## config.mk

```make
export PLATFORM = sky130hd
export DESIGN_NAME = eye_tracker_top
export DESIGN_NICKNAME = d
export VERILOG_FILES = /design/src/source/eye_pkg.sv /design/src/source/camera_input.sv /design/src/source/centroid_accum.sv /design/src/source/centroid_divider.sv /design/src/source/eye_regs.sv /design/src/source/eye_tracker_top.sv
export SDC_FILE = /design/constraint.sdc
export NUM_CORES = 1
export LEC_CHECK = 0
export ABC_AREA = 1
export BUFFER_PORTS_ARGS = -buffer_cell sky130_fd_sc_hd__buf_2
export CAP_MARGIN = 10
export CORE_MARGIN = 4
export CORE_UTILIZATION = 62
export CTS_CLUSTER_DIAMETER = 40
export DETAILED_ROUTE_END_ITERATION = 6
export GPL_TIMING_DRIVEN = 0
export HOLD_SLACK_MARGIN = 0.1
export PLACE_DENSITY_LB_ADDON = 0.25
export RECOVER_POWER = 50
export SETUP_SLACK_MARGIN = 0.2
export SLEW_MARGIN = 10
export SYNTH_ARGS = -nofsm -noshare
export SYNTH_HDL_FRONTEND = slang
export SYNTH_SLANG_ARGS = --single-unit
export TNS_END_PERCENT = 5
```

## constraint.sdc

```tcl
create_clock -name cclk -period 4.7 [get_ports cclk]
set_input_delay 0.94 -clock cclk [delete_from_list [all_inputs] [get_ports cclk]]
set_output_delay 0.94 -clock cclk [all_outputs]
set_load 0.01 [all_outputs]
```

## src/source/eye_pkg.sv

```systemverilog
package eye_pkg;

    // --------------------------------------------------
    // Widths
    // --------------------------------------------------
    localparam int PIXEL_WIDTH     = 8;
    localparam int COORD_WIDTH     = 10;
    localparam int SUM_S_WIDTH     = 20;
    localparam int SUM_XY_WIDTH    = 28;
    localparam int APB_ADDR_WIDTH  = 8;
    localparam int APB_DATA_WIDTH  = 32;
    localparam int DIV_COUNT_WIDTH = $clog2(SUM_XY_WIDTH);

    // --------------------------------------------------
    // Register map
    // --------------------------------------------------
    localparam logic [APB_ADDR_WIDTH-1:0] REG_CTRL        = 8'h00;
    localparam logic [APB_ADDR_WIDTH-1:0] REG_THRESHOLD   = 8'h04;
    localparam logic [APB_ADDR_WIDTH-1:0] REG_STATUS      = 8'h08;
    localparam logic [APB_ADDR_WIDTH-1:0] REG_SUM_S       = 8'h0C;
    localparam logic [APB_ADDR_WIDTH-1:0] REG_SUM_SX      = 8'h10;
    localparam logic [APB_ADDR_WIDTH-1:0] REG_SUM_SY      = 8'h14;
    localparam logic [APB_ADDR_WIDTH-1:0] REG_CENTER      = 8'h18;
    localparam logic [APB_ADDR_WIDTH-1:0] REG_FRAME_COUNT = 8'h1C;

    // Camera link taps and strobes
    typedef struct packed {
        logic                   fval;
        logic                   lval;
        logic                   dval;
        logic [PIXEL_WIDTH-1:0] data_l;
        logic [PIXEL_WIDTH-1:0] data_r;
    } cam_bus_t;

    typedef struct packed {
        logic                   frame_start;
        logic                   frame_end;
        logic                   valid;
        logic [COORD_WIDTH-1:0] col;
        logic [COORD_WIDTH-1:0] row;
        logic                   dark_l;
        logic                   dark_r;
    } pixel_pair_t;

    typedef struct packed {
        logic [SUM_S_WIDTH-1:0]  sum_s;
        logic [SUM_XY_WIDTH-1:0] sum_sx;
        logic [SUM_XY_WIDTH-1:0] sum_sy;
    } centroid_sums_t;

    typedef struct packed {
        centroid_sums_t         sums;
        logic [COORD_WIDTH-1:0] center_x;
        logic [COORD_WIDTH-1:0] center_y;
    } centroid_result_t;

    typedef struct packed {
        logic                      psel;
        logic                      penable;
        logic                      pwrite;
        logic [APB_ADDR_WIDTH-1:0] paddr;
        logic [APB_DATA_WIDTH-1:0] pwdata;
    } apb_req_t;

    typedef struct packed {
        logic [APB_DATA_WIDTH-1:0] prdata;
        logic                      pready;
        logic                      pslverr;
    } apb_rsp_t;

endpackage

```

## src/source/camera_input.sv

```systemverilog
`timescale 1ns/1ps

module camera_input
    import eye_pkg::*;
(
    input  logic                   cclk,
    input  logic                   reset,
    input  cam_bus_t               cam,
    input  logic [PIXEL_WIDTH-1:0] threshold,
    output pixel_pair_t            pixel
);

    logic                   fval_q;
    logic                   lval_q;
    logic [COORD_WIDTH-1:0] col_cnt;
    logic [COORD_WIDTH-1:0] row_cnt;
    logic [PIXEL_WIDTH-1:0] thr_q;

    logic                   frame_start;
    logic                   frame_end;
    logic                   line_start;
    logic                   line_end;
    logic                   pair_valid;
    logic [COORD_WIDTH-1:0] col_cur;
    logic [COORD_WIDTH-1:0] row_cur;
    logic [PIXEL_WIDTH-1:0] thr_cur;

    // Strobe edges
    assign frame_start = cam.fval & ~fval_q;
    assign frame_end   = ~cam.fval & fval_q;
    assign line_start  = cam.lval & ~lval_q;
    assign line_end    = ~cam.lval & lval_q;
    assign pair_valid  = cam.fval & cam.lval & cam.dval;

    // Position of this pair, restarts folded in
    assign col_cur = line_start ? '0 : col_cnt;
    assign row_cur = frame_start ? '0 : row_cnt;
    // Threshold is frozen for the whole frame
    assign thr_cur = frame_start ? threshold : thr_q;

    always_ff @(posedge cclk) begin
        if (reset) begin
            fval_q  <= 1'b0;
            lval_q  <= 1'b0;
            col_cnt <= '0;
            row_cnt <= '0;
            thr_q   <= '0;
            pixel   <= '0;
        end else begin
            fval_q  <= cam.fval;
            lval_q  <= cam.lval;
            col_cnt <= pair_valid ? col_cur + 1'b1 : col_cur;
            row_cnt <= line_end ? row_cur + 1'b1 : row_cur;
            thr_q   <= thr_cur;

            pixel.frame_start <= frame_start;
            pixel.frame_end   <= frame_end;
            pixel.valid       <= pair_valid;
            pixel.col         <= col_cur;
            pixel.row         <= row_cur;
            pixel.dark_l      <= pair_valid & (cam.data_l < thr_cur);
            pixel.dark_r      <= pair_valid & (cam.data_r < thr_cur);
        end
    end

endmodule

```

## src/source/centroid_accum.sv

```systemverilog
`timescale 1ns/1ps

module centroid_accum
    import eye_pkg::*;
(
    input  logic           cclk,
    input  logic           reset,
    input  logic           enable,
    input  pixel_pair_t    pixel,
    output centroid_sums_t sums,
    output logic           sums_valid
);

    logic                    en_q;
    logic [SUM_S_WIDTH-1:0]  acc_s;
    logic [SUM_XY_WIDTH-1:0] acc_sx;
    logic [SUM_XY_WIDTH-1:0] acc_sy;

    logic [1:0]              n_dark;
    logic [SUM_XY_WIDTH-1:0] add_x;
    logic [SUM_XY_WIDTH-1:0] add_y;
    logic [SUM_S_WIDTH-1:0]  base_s;
    logic [SUM_XY_WIDTH-1:0] base_sx;
    logic [SUM_XY_WIDTH-1:0] base_sy;

    // --------------------------------------------------
    // Contribution of one pair
    // --------------------------------------------------
    always_comb begin
        n_dark = 2'd0;
        add_x  = '0;
        add_y  = '0;
        if (pixel.valid && pixel.dark_l) begin
            n_dark = n_dark + 2'd1;
            // Left tap sits at even x
            add_x  = add_x + SUM_XY_WIDTH'({pixel.col, 1'b0});
            add_y  = add_y + SUM_XY_WIDTH'(pixel.row);
        end
        if (pixel.valid && pixel.dark_r) begin
            n_dark = n_dark + 2'd1;
            add_x  = add_x + SUM_XY_WIDTH'({pixel.col, 1'b1});
            add_y  = add_y + SUM_XY_WIDTH'(pixel.row);
        end
    end

    // Fresh totals at the first cycle of a frame
    assign base_s  = pixel.frame_start ? '0 : acc_s;
    assign base_sx = pixel.frame_start ? '0 : acc_sx;
    assign base_sy = pixel.frame_start ? '0 : acc_sy;

    always_ff @(posedge cclk) begin
        if (reset) begin
            en_q       <= 1'b0;
            acc_s      <= '0;
            acc_sx     <= '0;
            acc_sy     <= '0;
            sums_valid <= 1'b0;
        end else begin
            if (pixel.frame_start) begin
                en_q <= enable;
            end
            acc_s      <= base_s + SUM_S_WIDTH'(n_dark);
            acc_sx     <= base_sx + add_x;
            acc_sy     <= base_sy + add_y;
            sums_valid <= pixel.frame_end & en_q;
        end
    end

    // Frame totals handed to the divider
    always_ff @(posedge cclk) begin
        if (pixel.frame_end) begin
            sums <= '{sum_s: acc_s, sum_sx: acc_sx, sum_sy: acc_sy};
        end
    end

endmodule

```

## src/source/centroid_divider.sv

```systemverilog
`timescale 1ns/1ps

module centroid_divider
    import eye_pkg::*;
(
    input  logic             cclk,
    input  logic             reset,
    input  centroid_sums_t   sums,
    input  logic             sums_valid,
    output logic             busy,
    output centroid_result_t result,
    output logic             result_valid
);

    // Partial remainder and dividend that turns into the quotient
    typedef struct packed {
        logic [SUM_S_WIDTH-1:0]  rem;
        logic [SUM_XY_WIDTH-1:0] quo;
    } div_state_t;

    logic [DIV_COUNT_WIDTH-1:0] count;
    centroid_sums_t             sums_q;
    div_state_t                 div_x;
    div_state_t                 div_y;
    div_state_t                 next_x;
    div_state_t                 next_y;
    logic                       start;
    logic                       sum_zero;
    logic                       last_step;

    // One restoring shift-subtract step
    function automatic div_state_t div_step(input div_state_t cur,
                                            input logic [SUM_S_WIDTH-1:0] den);
        div_state_t           nxt;
        logic [SUM_S_WIDTH:0] trial;
        logic                 q_bit;
        trial = {cur.rem, cur.quo[SUM_XY_WIDTH-1]};
        q_bit = (trial >= {1'b0, den});
        if (q_bit) begin
            trial = trial - {1'b0, den};
        end
        nxt.rem = trial[SUM_S_WIDTH-1:0];
        nxt.quo = {cur.quo[SUM_XY_WIDTH-2:0], q_bit};
        return nxt;
    endfunction

    assign start     = sums_valid & ~busy;
    assign sum_zero  = (sums.sum_s == '0);
    assign last_step = (count == DIV_COUNT_WIDTH'(SUM_XY_WIDTH - 1));

    always_comb begin
        next_x = div_step(div_x, sums_q.sum_s);
        next_y = div_step(div_y, sums_q.sum_s);
    end

    // --------------------------------------------------
    // Control
    // --------------------------------------------------
    always_ff @(posedge cclk) begin
        if (reset) begin
            busy         <= 1'b0;
            count        <= '0;
            result_valid <= 1'b0;
        end else begin
            result_valid <= 1'b0;
            if (start) begin
                count        <= '0;
                busy         <= ~sum_zero;
                // Empty frame needs no division
                result_valid <= sum_zero;
            end else if (busy) begin
                count <= count + 1'b1;
                if (last_step) begin
                    busy         <= 1'b0;
                    result_valid <= 1'b1;
                end
            end
        end
    end

    // --------------------------------------------------
    // Datapath
    // --------------------------------------------------
    always_ff @(posedge cclk) begin
        if (start) begin
            sums_q <= sums;
            div_x  <= '{rem: '0, quo: sums.sum_sx};
            div_y  <= '{rem: '0, quo: sums.sum_sy};
            if (sum_zero) begin
                result <= '{sums: sums, center_x: '0, center_y: '0};
            end
        end else if (busy) begin
            div_x <= next_x;
            div_y <= next_y;
            if (last_step) begin
                result <= '{sums:     sums_q,
                            center_x: next_x.quo[COORD_WIDTH-1:0],
                            center_y: next_y.quo[COORD_WIDTH-1:0]};
            end
        end
    end

endmodule

```

## src/source/eye_regs.sv

```systemverilog
`timescale 1ns/1ps

module eye_regs
    import eye_pkg::*;
(
    input  logic                   cclk,
    input  logic                   reset,
    input  apb_req_t               apb_req,
    input  centroid_result_t       result,
    input  logic                   result_valid,
    output apb_rsp_t               apb_rsp,
    output logic [PIXEL_WIDTH-1:0] threshold,
    output logic                   enable
);

    localparam int PAD_WIDTH = 16 - COORD_WIDTH;

    centroid_result_t          res_q;
    logic                      result_ready;
    logic [APB_DATA_WIDTH-1:0] frame_count;

    logic                      access;
    logic                      addr_ok;
    logic                      read_only;
    logic                      wr_en;
    logic                      status_rd;
    logic [APB_DATA_WIDTH-1:0] rdata;

    // --------------------------------------------------
    // Address decode and read mux
    // --------------------------------------------------
    always_comb begin
        rdata     = '0;
        addr_ok   = 1'b1;
        read_only = 1'b1;
        case (apb_req.paddr)
            REG_CTRL: begin
                rdata     = APB_DATA_WIDTH'(enable);
                read_only = 1'b0;
            end
            REG_THRESHOLD: begin
                rdata     = APB_DATA_WIDTH'(threshold);
                read_only = 1'b0;
            end
            REG_STATUS:      rdata = APB_DATA_WIDTH'(result_ready);
            REG_SUM_S:       rdata = APB_DATA_WIDTH'(res_q.sums.sum_s);
            REG_SUM_SX:      rdata = APB_DATA_WIDTH'(res_q.sums.sum_sx);
            REG_SUM_SY:      rdata = APB_DATA_WIDTH'(res_q.sums.sum_sy);
            REG_CENTER: begin
                rdata = {{PAD_WIDTH{1'b0}}, res_q.center_y,
                         {PAD_WIDTH{1'b0}}, res_q.center_x};
            end
            REG_FRAME_COUNT: rdata = frame_count;
            default:         addr_ok = 1'b0;
        endcase
    end

    // No wait states, so every access phase completes
    assign access    = apb_req.psel & apb_req.penable;
    assign wr_en     = access & apb_req.pwrite & addr_ok & ~read_only;
    assign status_rd = access & ~apb_req.pwrite & (apb_req.paddr == REG_STATUS);

    assign apb_rsp = '{prdata:  rdata,
                       pready:  1'b1,
                       pslverr: access & (~addr_ok | (apb_req.pwrite & read_only))};

    always_ff @(posedge cclk) begin
        if (reset) begin
            enable       <= 1'b0;
            threshold    <= 8'h40;
            result_ready <= 1'b0;
            frame_count  <= '0;
            res_q        <= '0;
        end else begin
            if (wr_en && apb_req.paddr == REG_CTRL) begin
                enable <= apb_req.pwdata[0];
            end
            if (wr_en && apb_req.paddr == REG_THRESHOLD) begin
                threshold <= apb_req.pwdata[PIXEL_WIDTH-1:0];
            end
            // A new result wins over a clearing read
            if (result_valid) begin
                result_ready <= 1'b1;
                res_q        <= result;
                frame_count  <= frame_count + 1'b1;
            end else if (status_rd) begin
                result_ready <= 1'b0;
            end
        end
    end

endmodule

```

## src/source/eye_tracker_top.sv

```systemverilog
`timescale 1ns/1ps

module eye_tracker_top
    import eye_pkg::*;
(
    input  logic     cclk,
    input  logic     reset,
    input  cam_bus_t cam,
    input  apb_req_t apb_req,
    output apb_rsp_t apb_rsp
);

    logic [PIXEL_WIDTH-1:0] threshold;
    logic                   enable;
    pixel_pair_t            pixel;
    centroid_sums_t         sums;
    logic                   sums_valid;
    logic                   busy;
    centroid_result_t       result;
    logic                   result_valid;

    // --------------------------------------------------
    // Pixel pipeline
    // --------------------------------------------------
    camera_input m_camera_input (
        .cclk      (cclk),
        .reset     (reset),
        .cam       (cam),
        .threshold (threshold),
        .pixel     (pixel)
    );

    centroid_accum m_centroid_accum (
        .cclk       (cclk),
        .reset      (reset),
        .enable     (enable),
        .pixel      (pixel),
        .sums       (sums),
        .sums_valid (sums_valid)
    );

    centroid_divider m_centroid_divider (
        .cclk         (cclk),
        .reset        (reset),
        .sums         (sums),
        .sums_valid   (sums_valid),
        .busy         (busy),
        .result       (result),
        .result_valid (result_valid)
    );

    // Host side
    eye_regs m_eye_regs (
        .cclk         (cclk),
        .reset        (reset),
        .apb_req      (apb_req),
        .result       (result),
        .result_valid (result_valid),
        .apb_rsp      (apb_rsp),
        .threshold    (threshold),
        .enable       (enable)
    );

endmodule

```

# Word level (Yosys, flattened, before mapping)
# Index checks and enable logic that the tools add are counted.
classes:
  addsub: 12
  n_lt_le_gt_ge: 4
  n_eq_ne: 9
  muxes: 35
  bitwise: 27
  n_reduce_logical: 13
op_table:
  columns: ["cell", "count"]
  rows:
  - ["$mux W96", 4]
  - ["$pmux W32 S8", 1]
  - ["$mux W28", 8]
  - ["$mux W20", 3]
  - ["$add A28 B28 Y28", 2]
  - ["$mux W10", 5]
  - ["$ge A21 B20 Y1", 2]
  - ["$sub A20 B20 Y20", 2]
  - ["$add A32 B1 Y32 const B", 1]
  - ["$eq A8 B5 Y1 const B", 4]
  - ["$add A10 B1 Y10 const B", 2]
  - ["$add A20 B2 Y20", 1]
  - ["$logic_not A20 Y1", 1]
  - ["$and A1 B1 Y1", 18]
  - ["$eq A8 B4 Y1 const B", 2]
  - ["$lt A8 B8 Y1", 2]
  - ["$add A11 B11 Y12", 1]
  - ["$add A10 B10 Y11", 1]
  - ["$mux W1", 11]
  - ["$mux W11", 1]
  - ["$eq A8 B3 Y1 const B", 1]
  - ["$logic_not A8 Y1", 1]
  - ["$mux W8", 1]
  - ["$not A1 Y1", 8]
  - ["other kinds (11)", 17]
totals:
  ff_bits: 622
  word_cells: 144

# Longest topological paths before layout
# Gate-level depths: netlist of the first run.
logic_depth:
  ltp_word: 6
  ltp_mapped: 18

# Cells and area by module
# From an unflattened synthesis of the first run, not the netlist that was laid out.
hier_totals:
  hier_cells: 3926
  hier_area_um2: 30825.8
modules_own_cells:
  columns: ["module", "n_inst", "cells_per_inst", "area_per_inst_um2", "seq_area_each_um2"]
  rows:
  - ["centroid_divider", 1, 1469, 13404.1, 7787.5]
  - ["centroid_accum", 1, 1140, 8430.6, 3843.7]
  - ["eye_regs", 1, 999, 6508.7, 2762.6]
  - ["camera_input", 1, 318, 2482.4, 1101.1]

# Worst setup path before layout of the first run
# Ideal clock, no wire load.
synth_path:
  path_type: "flip-flop to flip-flop"
  from: "reg m_centroid_accum.sums_valid"
  to: "reg m_centroid_divider.sums_q[0] (netlist bit) (enable)"
  arrival_ns: 3.040
  t_required_ns: 4.230
  setup_slack_ns: 1.190
  path_stages_with_launch: 5
  path_buffers: 2
  synth_period_minus_slack_ns: 3.510
  path_cell_list: "dfxtp_1 -> inv_1 -> nor2_1 -> clkbuf_1 -> buf_1"
synth_via:
  elab_chain_cells: 1
synth_lines:
  columns: ["element", "line", "source"]
  rows:
  - ["start, declared", "centroid_accum.sv:11", "output logic sums_valid"]
  - ["start signal, assigned", "centroid_accum.sv:65", "sums_valid <= pixel.frame_end & en_q;"]
  - ["$and A1 B1 Y1", "centroid_divider.sv:47", "assign start = sums_valid & ~busy;"]
  - ["named net m_centroid_divider.start", "centroid_divider.sv:27", "logic start;"]
  - ["end signal, assigned", "centroid_divider.sv:86", "sums_q <= sums;"]
  - ["end, declared", "centroid_divider.sv:22", "centroid_sums_t sums_q;"]
# The timed path passes the listed nets, and every way through them passes these cells.
# A chain may end at the register's enable or synchronous reset.

# Worst setup path after layout of the first run
layout_path:
  from: "reg m_centroid_divider.busy"
  to: "reg m_centroid_divider.div_y[19] (netlist bit) (enable)"
layout_via:
  elab_chain_cells: 3
layout_lines:
  columns: ["element", "line", "source"]
  rows:
  - ["start, declared", "centroid_divider.sv:10", "output logic busy,"]
  - ["start signal, assigned", "centroid_divider.sv:68", "busy <= ~sum_zero;"]
  - ["$not A1 Y1", "centroid_divider.sv:47", null]
  - ["$and A1 B1 Y1", "centroid_divider.sv:47", null]
  - ["$reduce_bool A2 Y1 (no line) *", null, null]
  - ["end signal, assigned", "centroid_divider.sv:88", "div_y <= '{rem: '0, quo: sums.sum_sy};"]
  - ["end signal, assigned", "centroid_divider.sv:94", "div_y <= next_y;"]
  - ["end, declared", "centroid_divider.sv:24", "div_state_t div_y;"]
# Mark *: on every way between the ends. The rest lies on a longest branch, timed or not.

==> results.ini, run 1 <==
[critical_path]
required_ps = 4850
cp_max_fo = 56
path_common_cell = clkbuf_1
path_buf_inv = 3
critPathCaptureType = register
regToRegSetupSlack_ps = 630
critPathKind = reg -> reg
r2r_end = m_centroid_divider.div_y[19]$_DFFE_PP_
crit_family = buffers and inverters
path_cells = nor2_1 -> inv_1 -> clkbuf_1 -> clkbuf_1
worstRegToRegCells = 4
crit_path_max_incr_delay_ps = 2430
arrival_ps = 4230
critPathLaunchType = register
crit_slowest_cell = clkbuf_1
r2r-start = m_centroid_divider.busy$_SDFF_PP0_

[status]
status = finished, violations left
violations = design-rule violations, max-capacitance violations, max-slew violations

[clock_network]
cts_resized = 0
clkLatencyLatePin_ps = 630
post-cts-setup-buffers = 0
root_buffer = clkbuf_16
h-tree-depth = 3
cts_tree = yes
clk_pin_slew_worst_paths_ps = 60
cts.sinks = 622
cts_max_path_buffers = 3
cts_buffers = 81
hold_buffers = 0

[pwr]
ir_drop_mv = 0.254
seq_power_share = 0.457
switching_share = 0.231
combPwrFrac = 0.041
switchingPower_uw = 2890
power.density_nw_per_um2 = 376
clockPowerShare = 0.501
p_int_uw = 9650
p_leak_uw = 0.0144

[die]
pin_count = 98
initial_core_util = 0.630
dieArea_um2 = 50900
core_area_um2 = 46700
rows = 79
fp.dieH_um = 226
die_w_um = 226

[route]
wl_per_cell_um = 18.2
drc = 5
drt-pass1-iter-count = 7
drtAntennaViolNets = 0
vias = 25400
post_drt_via_cell_ratio = 5.68
drtIter0Drc = 2725
wl_um = 81400

[global_routing]
antenna_found_initial = 3
overflow = 0
grt_util_met1 = 0.441
grt_pass1_vias = 23400
met3_usage = 0.0746
grt_first_pass_wirelength_um = 126000
grtUsageMet2 = 0.484
grt_util_all_layers = 0.317
grt_busiest_layer = met2
grt_max_degree = 71

[timing]
setup-violations-final = 0
hold_viol = 0
fin_tns_setup_ps = 0
slew_headroom = -1.37
finClkSkew_ps = 23.7
period_share = 0.867
drv_slew = 128
min_period_ps = 4070
rsz0062_at_grt = false
setup_slack_ps = 626
worst_slew_pin_slew_ps = 3560
max_freq_mhz = 245

[synth]
synth_ff_type = dfxtp_1
synth_top_cell_by_area = edfxtp_1
synthArstFlopShare = 0
synth_area_um2 = 29400
ys_seq_elements = 622
syn-num-nets = 3800
yosys_warnings = 0
ys_seq_area_frac = 0.528
synth-edff-count = 304
ys_top_cells_by_area = edfxtp_1 31%, dfxtp_1 22%, nand2_1 13%
synth_top_area_frac = 0.311
synth_cell_types = 56
avgSynthCellArea_um2 = 8.06
syn_inst = 3646

[layout]
final_common_cell = nand2_1
drive_gt1_frac = 0.0718
utilization = 0.715
most-common-layout-cells = 988 x nand2_1, 542 x nor2_1, 395 x inv_1, 318 x dfxtp_1, 304 x edfxtp_1
area_delta_synth_final_pct = 13.6
nNetsFinal = 3959
design_area_um2 = 33400

[place]
place_hpwl_um = 59800
detailedPlace.worstSlack_ps = 931
gp_congestion = 0.981
io_buffers = 71
placed_cell_area_um2 = 30600

[hold_path]
hold_depth = 0
worstHoldStart = m_centroid_accum.acc_s[14]$_SDFF_PP0_
min_path_type = reg -> reg
whs_endpoint = m_centroid_accum.sums[70]$_DFFE_PP_

[run]
timing.max_cap.violations = 2

[area by class of cell]
| cell class | instances | area, µm² |
|---|---|---|
| repair buffers | 76 | 429 |
| multi-input cells | 2495 | 11800 |
| plain buffers | 123 | 546 |
| fillers | 3528 | 13300 |
| clock buffers | 96 | 2210 |
| well taps | 607 | 759 |
| flip-flops and latches | 622 | 15500 |
| diodes | 1 | 2.50 |
| clock inverters | 55 | 586 |
| inverters | 406 | 1530 |
[per-stage QoR]
stage | hold slack, ps | std cells | power [µW]
after floorplan | 407 | 3646 | 6190
after detailed placement | 416 | 4329 | 6350
final | 418 | 4481 | 12500
after global routing | 433 | 4480 | 12900
after global placement | 412 | 4324 | 6340
after CTS | 427 | 4480 | 12600
[metal layers]
layer | share of wire | up-vias | wire length [µm]
li1 | - | 12200 | -
met1 | 0.41 | 11700 | 33600
met5 | 0.00029 | - | 24
met4 | 0.043 | 4 | 3540
met3 | 0.11 | 221 | 8660
met2 | 0.44 | 1311 | 35600
[worst reg2reg max path: cells and delay by family, from the launching register on]
family | cells | cell delay (ps)
simple gates | 1 | 170
buf+inv | 3 | 2980
flops | 1 | 400
[flip-flops by register name, indices dropped and copies added, names as in the netlist, 5 cells and up]
| name | count |
|---|---|
| m_eye_regs.frame_count | 32 |
| m_eye_regs.res_q | 96 |
| m_centroid_divider.count | 5 |
| m_camera_input.thr_q | 8 |
| m_centroid_accum.sums | 76 |
| m_eye_regs.threshold | 8 |
| m_centroid_accum.acc_s | 20 |
| m_camera_input.row_cnt | 10 |
| m_centroid_divider.div_x | 48 |
| m_centroid_accum.acc_sx | 28 |
| m_camera_input.pixel | 25 |
| m_centroid_divider.sums_q | 76 |
| m_centroid_accum.acc_sy | 28 |
| m_centroid_divider.result | 96 |
| m_camera_input.col_cnt | 10 |
| m_centroid_divider.div_y | 48 |
[cell usage after synthesis (7+ instances only)]
master     count
a21oi_1      171
buf_1         13
buf_2         16
clkbuf_1      83
dfxtp_1      318
edfxtp_1     304
ha_1          85
inv_1        395
mux2i_1        7
nand2_1      988
nand3_1      195
nand3b_1      23
nand4_1       30
nor2_1       541
nor2_2        11
nor3_1        46
nor4_1         7
o2111ai_1      8
o21a_1        12
o21ai_0      267
xnor2_1       12
xor2_1        14
[worst max path at each step]
stage | startpoint | end | slack (ps) | depth (start not counted)
after detailed placement | apb_req[39] | apb_rsp[19] | 930 | 9
final | m_centroid_divider.busy$_SDFF_PP0_ | m_centroid_divider.div_y[19]$_DFFE_PP_ | 630 | 4
after CTS | apb_req[33] | apb_rsp[19] | 930 | 9
after floorplan | m_centroid_accum.sums_valid$_SDFF_PP0_ | m_centroid_divider.sums_q[0]$_DFFE_PP_ | 1190 | 4
after global routing | m_centroid_divider.busy$_SDFF_PP0_ | m_centroid_divider.div_y[22]$_DFFE_PP_ | 480 | 4
after global placement | m_centroid_accum.sums_valid$_SDFF_PP0_ | m_centroid_divider.result[8]$_SDFFCE_PP0P_ | -330 | 5
[cell families (layout without fill, tap and decap cells)]
kind of cell	count (synthesis)	in the layout	share of synthesized area
other cells	1	2	0.000128
xor+xnor	26	26	0.00775
buf+inv	529	756	0.0707
compound gates	498	498	0.0900
simple gates	1873	1873	0.262
mux	7	7	0.00239
fa+ha+maj	90	90	0.0396
flops	622	622	0.528
[power by group through the flow]
stage / Clock [µW] / Sequential, µW / Combinational [µW]
floorplan: 0 / 5840 / 355
finish: 6290 / 5730 / 518
global route: 6570 / 5740 / 578
CTS: 6320 / 5730 / 511
detailed placement: 0 / 5840 / 505
global placement: 0 / 5850 / 490
(Power assumes the default switching activity.)
==> inputs of run 2 (changes only) <==
Settings changed: CORE_UTILIZATION 62 to 61.
Clock period 4.7 ns to 5.25 ns, I/O delays scaled along.
==> results.ini, run 2 (synthesized netlist as in run 1, its figures left out) <==
[status]
status = finished, violations left
violations = design-rule violations, max-capacitance violations, max-slew violations

[critical_path]
critPathLaunchType = primary input
path_cells = buf_2 -> or2_2 -> nor3_1 -> nand2_1 -> clkbuf_1 -> o21ai_0 -> a21oi_1 -> nand3_1 -> buf_2
critPathKind = in -> out
critPathCaptureType = primary output
cp_max_fo = 10  ; -82%
crit_path_max_incr_delay_ps = 380  ; -2050 ps
required_ps = 4200  ; -650 ps
path_common_cell = buf_2
arrival_ps = 3030  ; -1200 ps
crit_slowest_cell = o21ai_0

[timing]
hold_viol = 0  ; unchanged
fin_tns_setup_ps = 0  ; unchanged
max_freq_mhz = 245
period_share = 0.776
worst_slew_pin_slew_ps = 3450  ; -107 ps
min_period_ps = 4080
setup-violations-final = 0  ; unchanged
finClkSkew_ps = 25.0  ; +1.30 ps
rsz0062_at_grt = false
drv_slew = 127  ; -0.78%
slew_headroom = -1.30  ; +0.0717

[global_routing]
met3_usage = 0.0752  ; +0.000564
grtUsageMet2 = 0.483  ; -0.000675
antenna_found_initial = 3  ; unchanged
grt_max_degree = 71  ; unchanged
grt_first_pass_wirelength_um = 126000  ; +0.30%
grt_busiest_layer = met2
grt_util_all_layers = 0.316  ; -0.00125
grt_pass1_vias = 23100  ; -1.0%
grt_util_met1 = 0.436  ; -0.00482
overflow = 0  ; unchanged

[clock_network]
post-cts-setup-buffers = 0  ; unchanged
hold_buffers = 0  ; unchanged
cts_buffers = 85  ; +4.9%
h-tree-depth = 3  ; unchanged
clk_pin_slew_worst_paths_ps = 50  ; about the same
clkLatencyLatePin_ps = 620  ; about the same
cts_max_path_buffers = 3  ; unchanged
cts.sinks = 622  ; unchanged
root_buffer = clkbuf_16
cts_tree = yes
cts_resized = 0  ; unchanged

[layout]
utilization = 0.702  ; -0.0128
top_regs = m_centroid_divider.result (96), m_eye_regs.res_q (96)
nNetsFinal = 3963  ; +0.10%
drive_gt1_frac = 0.0719  ; +0.000110
most-common-layout-cells = 989 x nand2_1, 543 x nor2_1, 395 x inv_1, 318 x dfxtp_1, 304 x edfxtp_1
area_delta_synth_final_pct = 13.9
fill_cells = 3727  ; +5.6%
final_common_cell = nand2_1

[place]
gp_congestion = 0.987  ; +0.60%
place_hpwl_um = 60400  ; +0.89%
io_buffers = 71  ; unchanged

[die]
core_area_um2 = 47600  ; +2.1%
initial_core_util = 0.616  ; -0.0131
die_w_um = 227  ; +0.79%
dieArea_um2 = 51700  ; +1.6%
rows = 80  ; +1.3%
pin_count = 98  ; unchanged
fp.dieH_um = 227  ; +0.79%

[hold_path]
min_path_type = reg -> reg

[pwr]
finalPower_uw = 11400  ; -9.3%
p_leak_uw = 0.0145  ; +0.32%
ir_drop_mv = 0.293  ; +16%
power.density_nw_per_um2 = 340  ; -9.6%

[route]
drt-pass1-iter-count = 7  ; unchanged
drtAntennaViolNets = 0  ; unchanged
drc = 1  ; -4
drtIter0Drc = 2815  ; +3.3%
post_drt_via_cell_ratio = 5.60  ; -1.4%
wl_um = 81900  ; +0.53%
vias = 25200  ; -1.0%
wl_per_cell_um = 18.2  ; +0.17%

[run]
timing.max_cap.violations = 2  ; unchanged

==> run 2: through the flow <==
stage,setup WS (ps),hold slack [ps],instance area [µm²],cells
after floorplan,1740,407,29400,3646
after global placement,212,411,30500,4332
after detailed placement,1240,415,30600,4337
after CTS,1230,429,33500,4496
after global routing,1120,433,33400,4496
final,1170,431,33500,4497
==> run 2: worst paths after layout <==
| check | startpoint | to | slack (ps) | depth (start not counted) |
|---|---|---|---|---|
| min reg2reg | m_centroid_accum.acc_sx[18]$_SDFF_PP0_ | m_centroid_accum.sums[46]$_DFFE_PP_ | 430 | 0 |
| max | apb_req[33] | apb_rsp[19] | 1170 | 9 |
| min | m_centroid_accum.acc_sx[18]$_SDFF_PP0_ | m_centroid_accum.sums[46]$_DFFE_PP_ | 430 | 0 |
| max reg2reg | m_centroid_divider.busy$_SDFF_PP0_ | m_centroid_divider.div_y[15]$_DFFE_PP_ | 1250 | 4 |
==> run 2: final cells by class <==
type                            count  area, µm²  area share
Clock inverter                     58        616      0.0184
Clock buffer                      101       2270      0.0679
Inverter                          406       1530      0.0459
Sequential cell                   622      15500       0.463
Multi-Input combinational cell   2495      11800       0.352
Antenna cell                        1       2.50   0.0000748
Tap cell                          615        769      0.0230
Buffer                            123        546      0.0163
Timing Repair Buffer               76        428      0.0128
==> run 2: metal layers <==
metal,share of wire,vias up
li1,-,12200
met1,0.41,11500
met2,0.43,1257
met3,0.11,196
met4,0.044,2
met5,0.00016,-
==> run 2: worst max-delay path, delay by kind of cell <==
kind / cells / cell delay, ps
and+or+nand+nor: 4 / 910
AOI/OAI and AO/OA: 2 / 480
buffers and inverters: 3 / 570
==> run 2: power by group <==
part,internal (µW),switching [µW],total (µW)
registers,5100,29.3,5130
logic,151,313,464
clock network,3480,2300,5770
total,8730,2640,11400
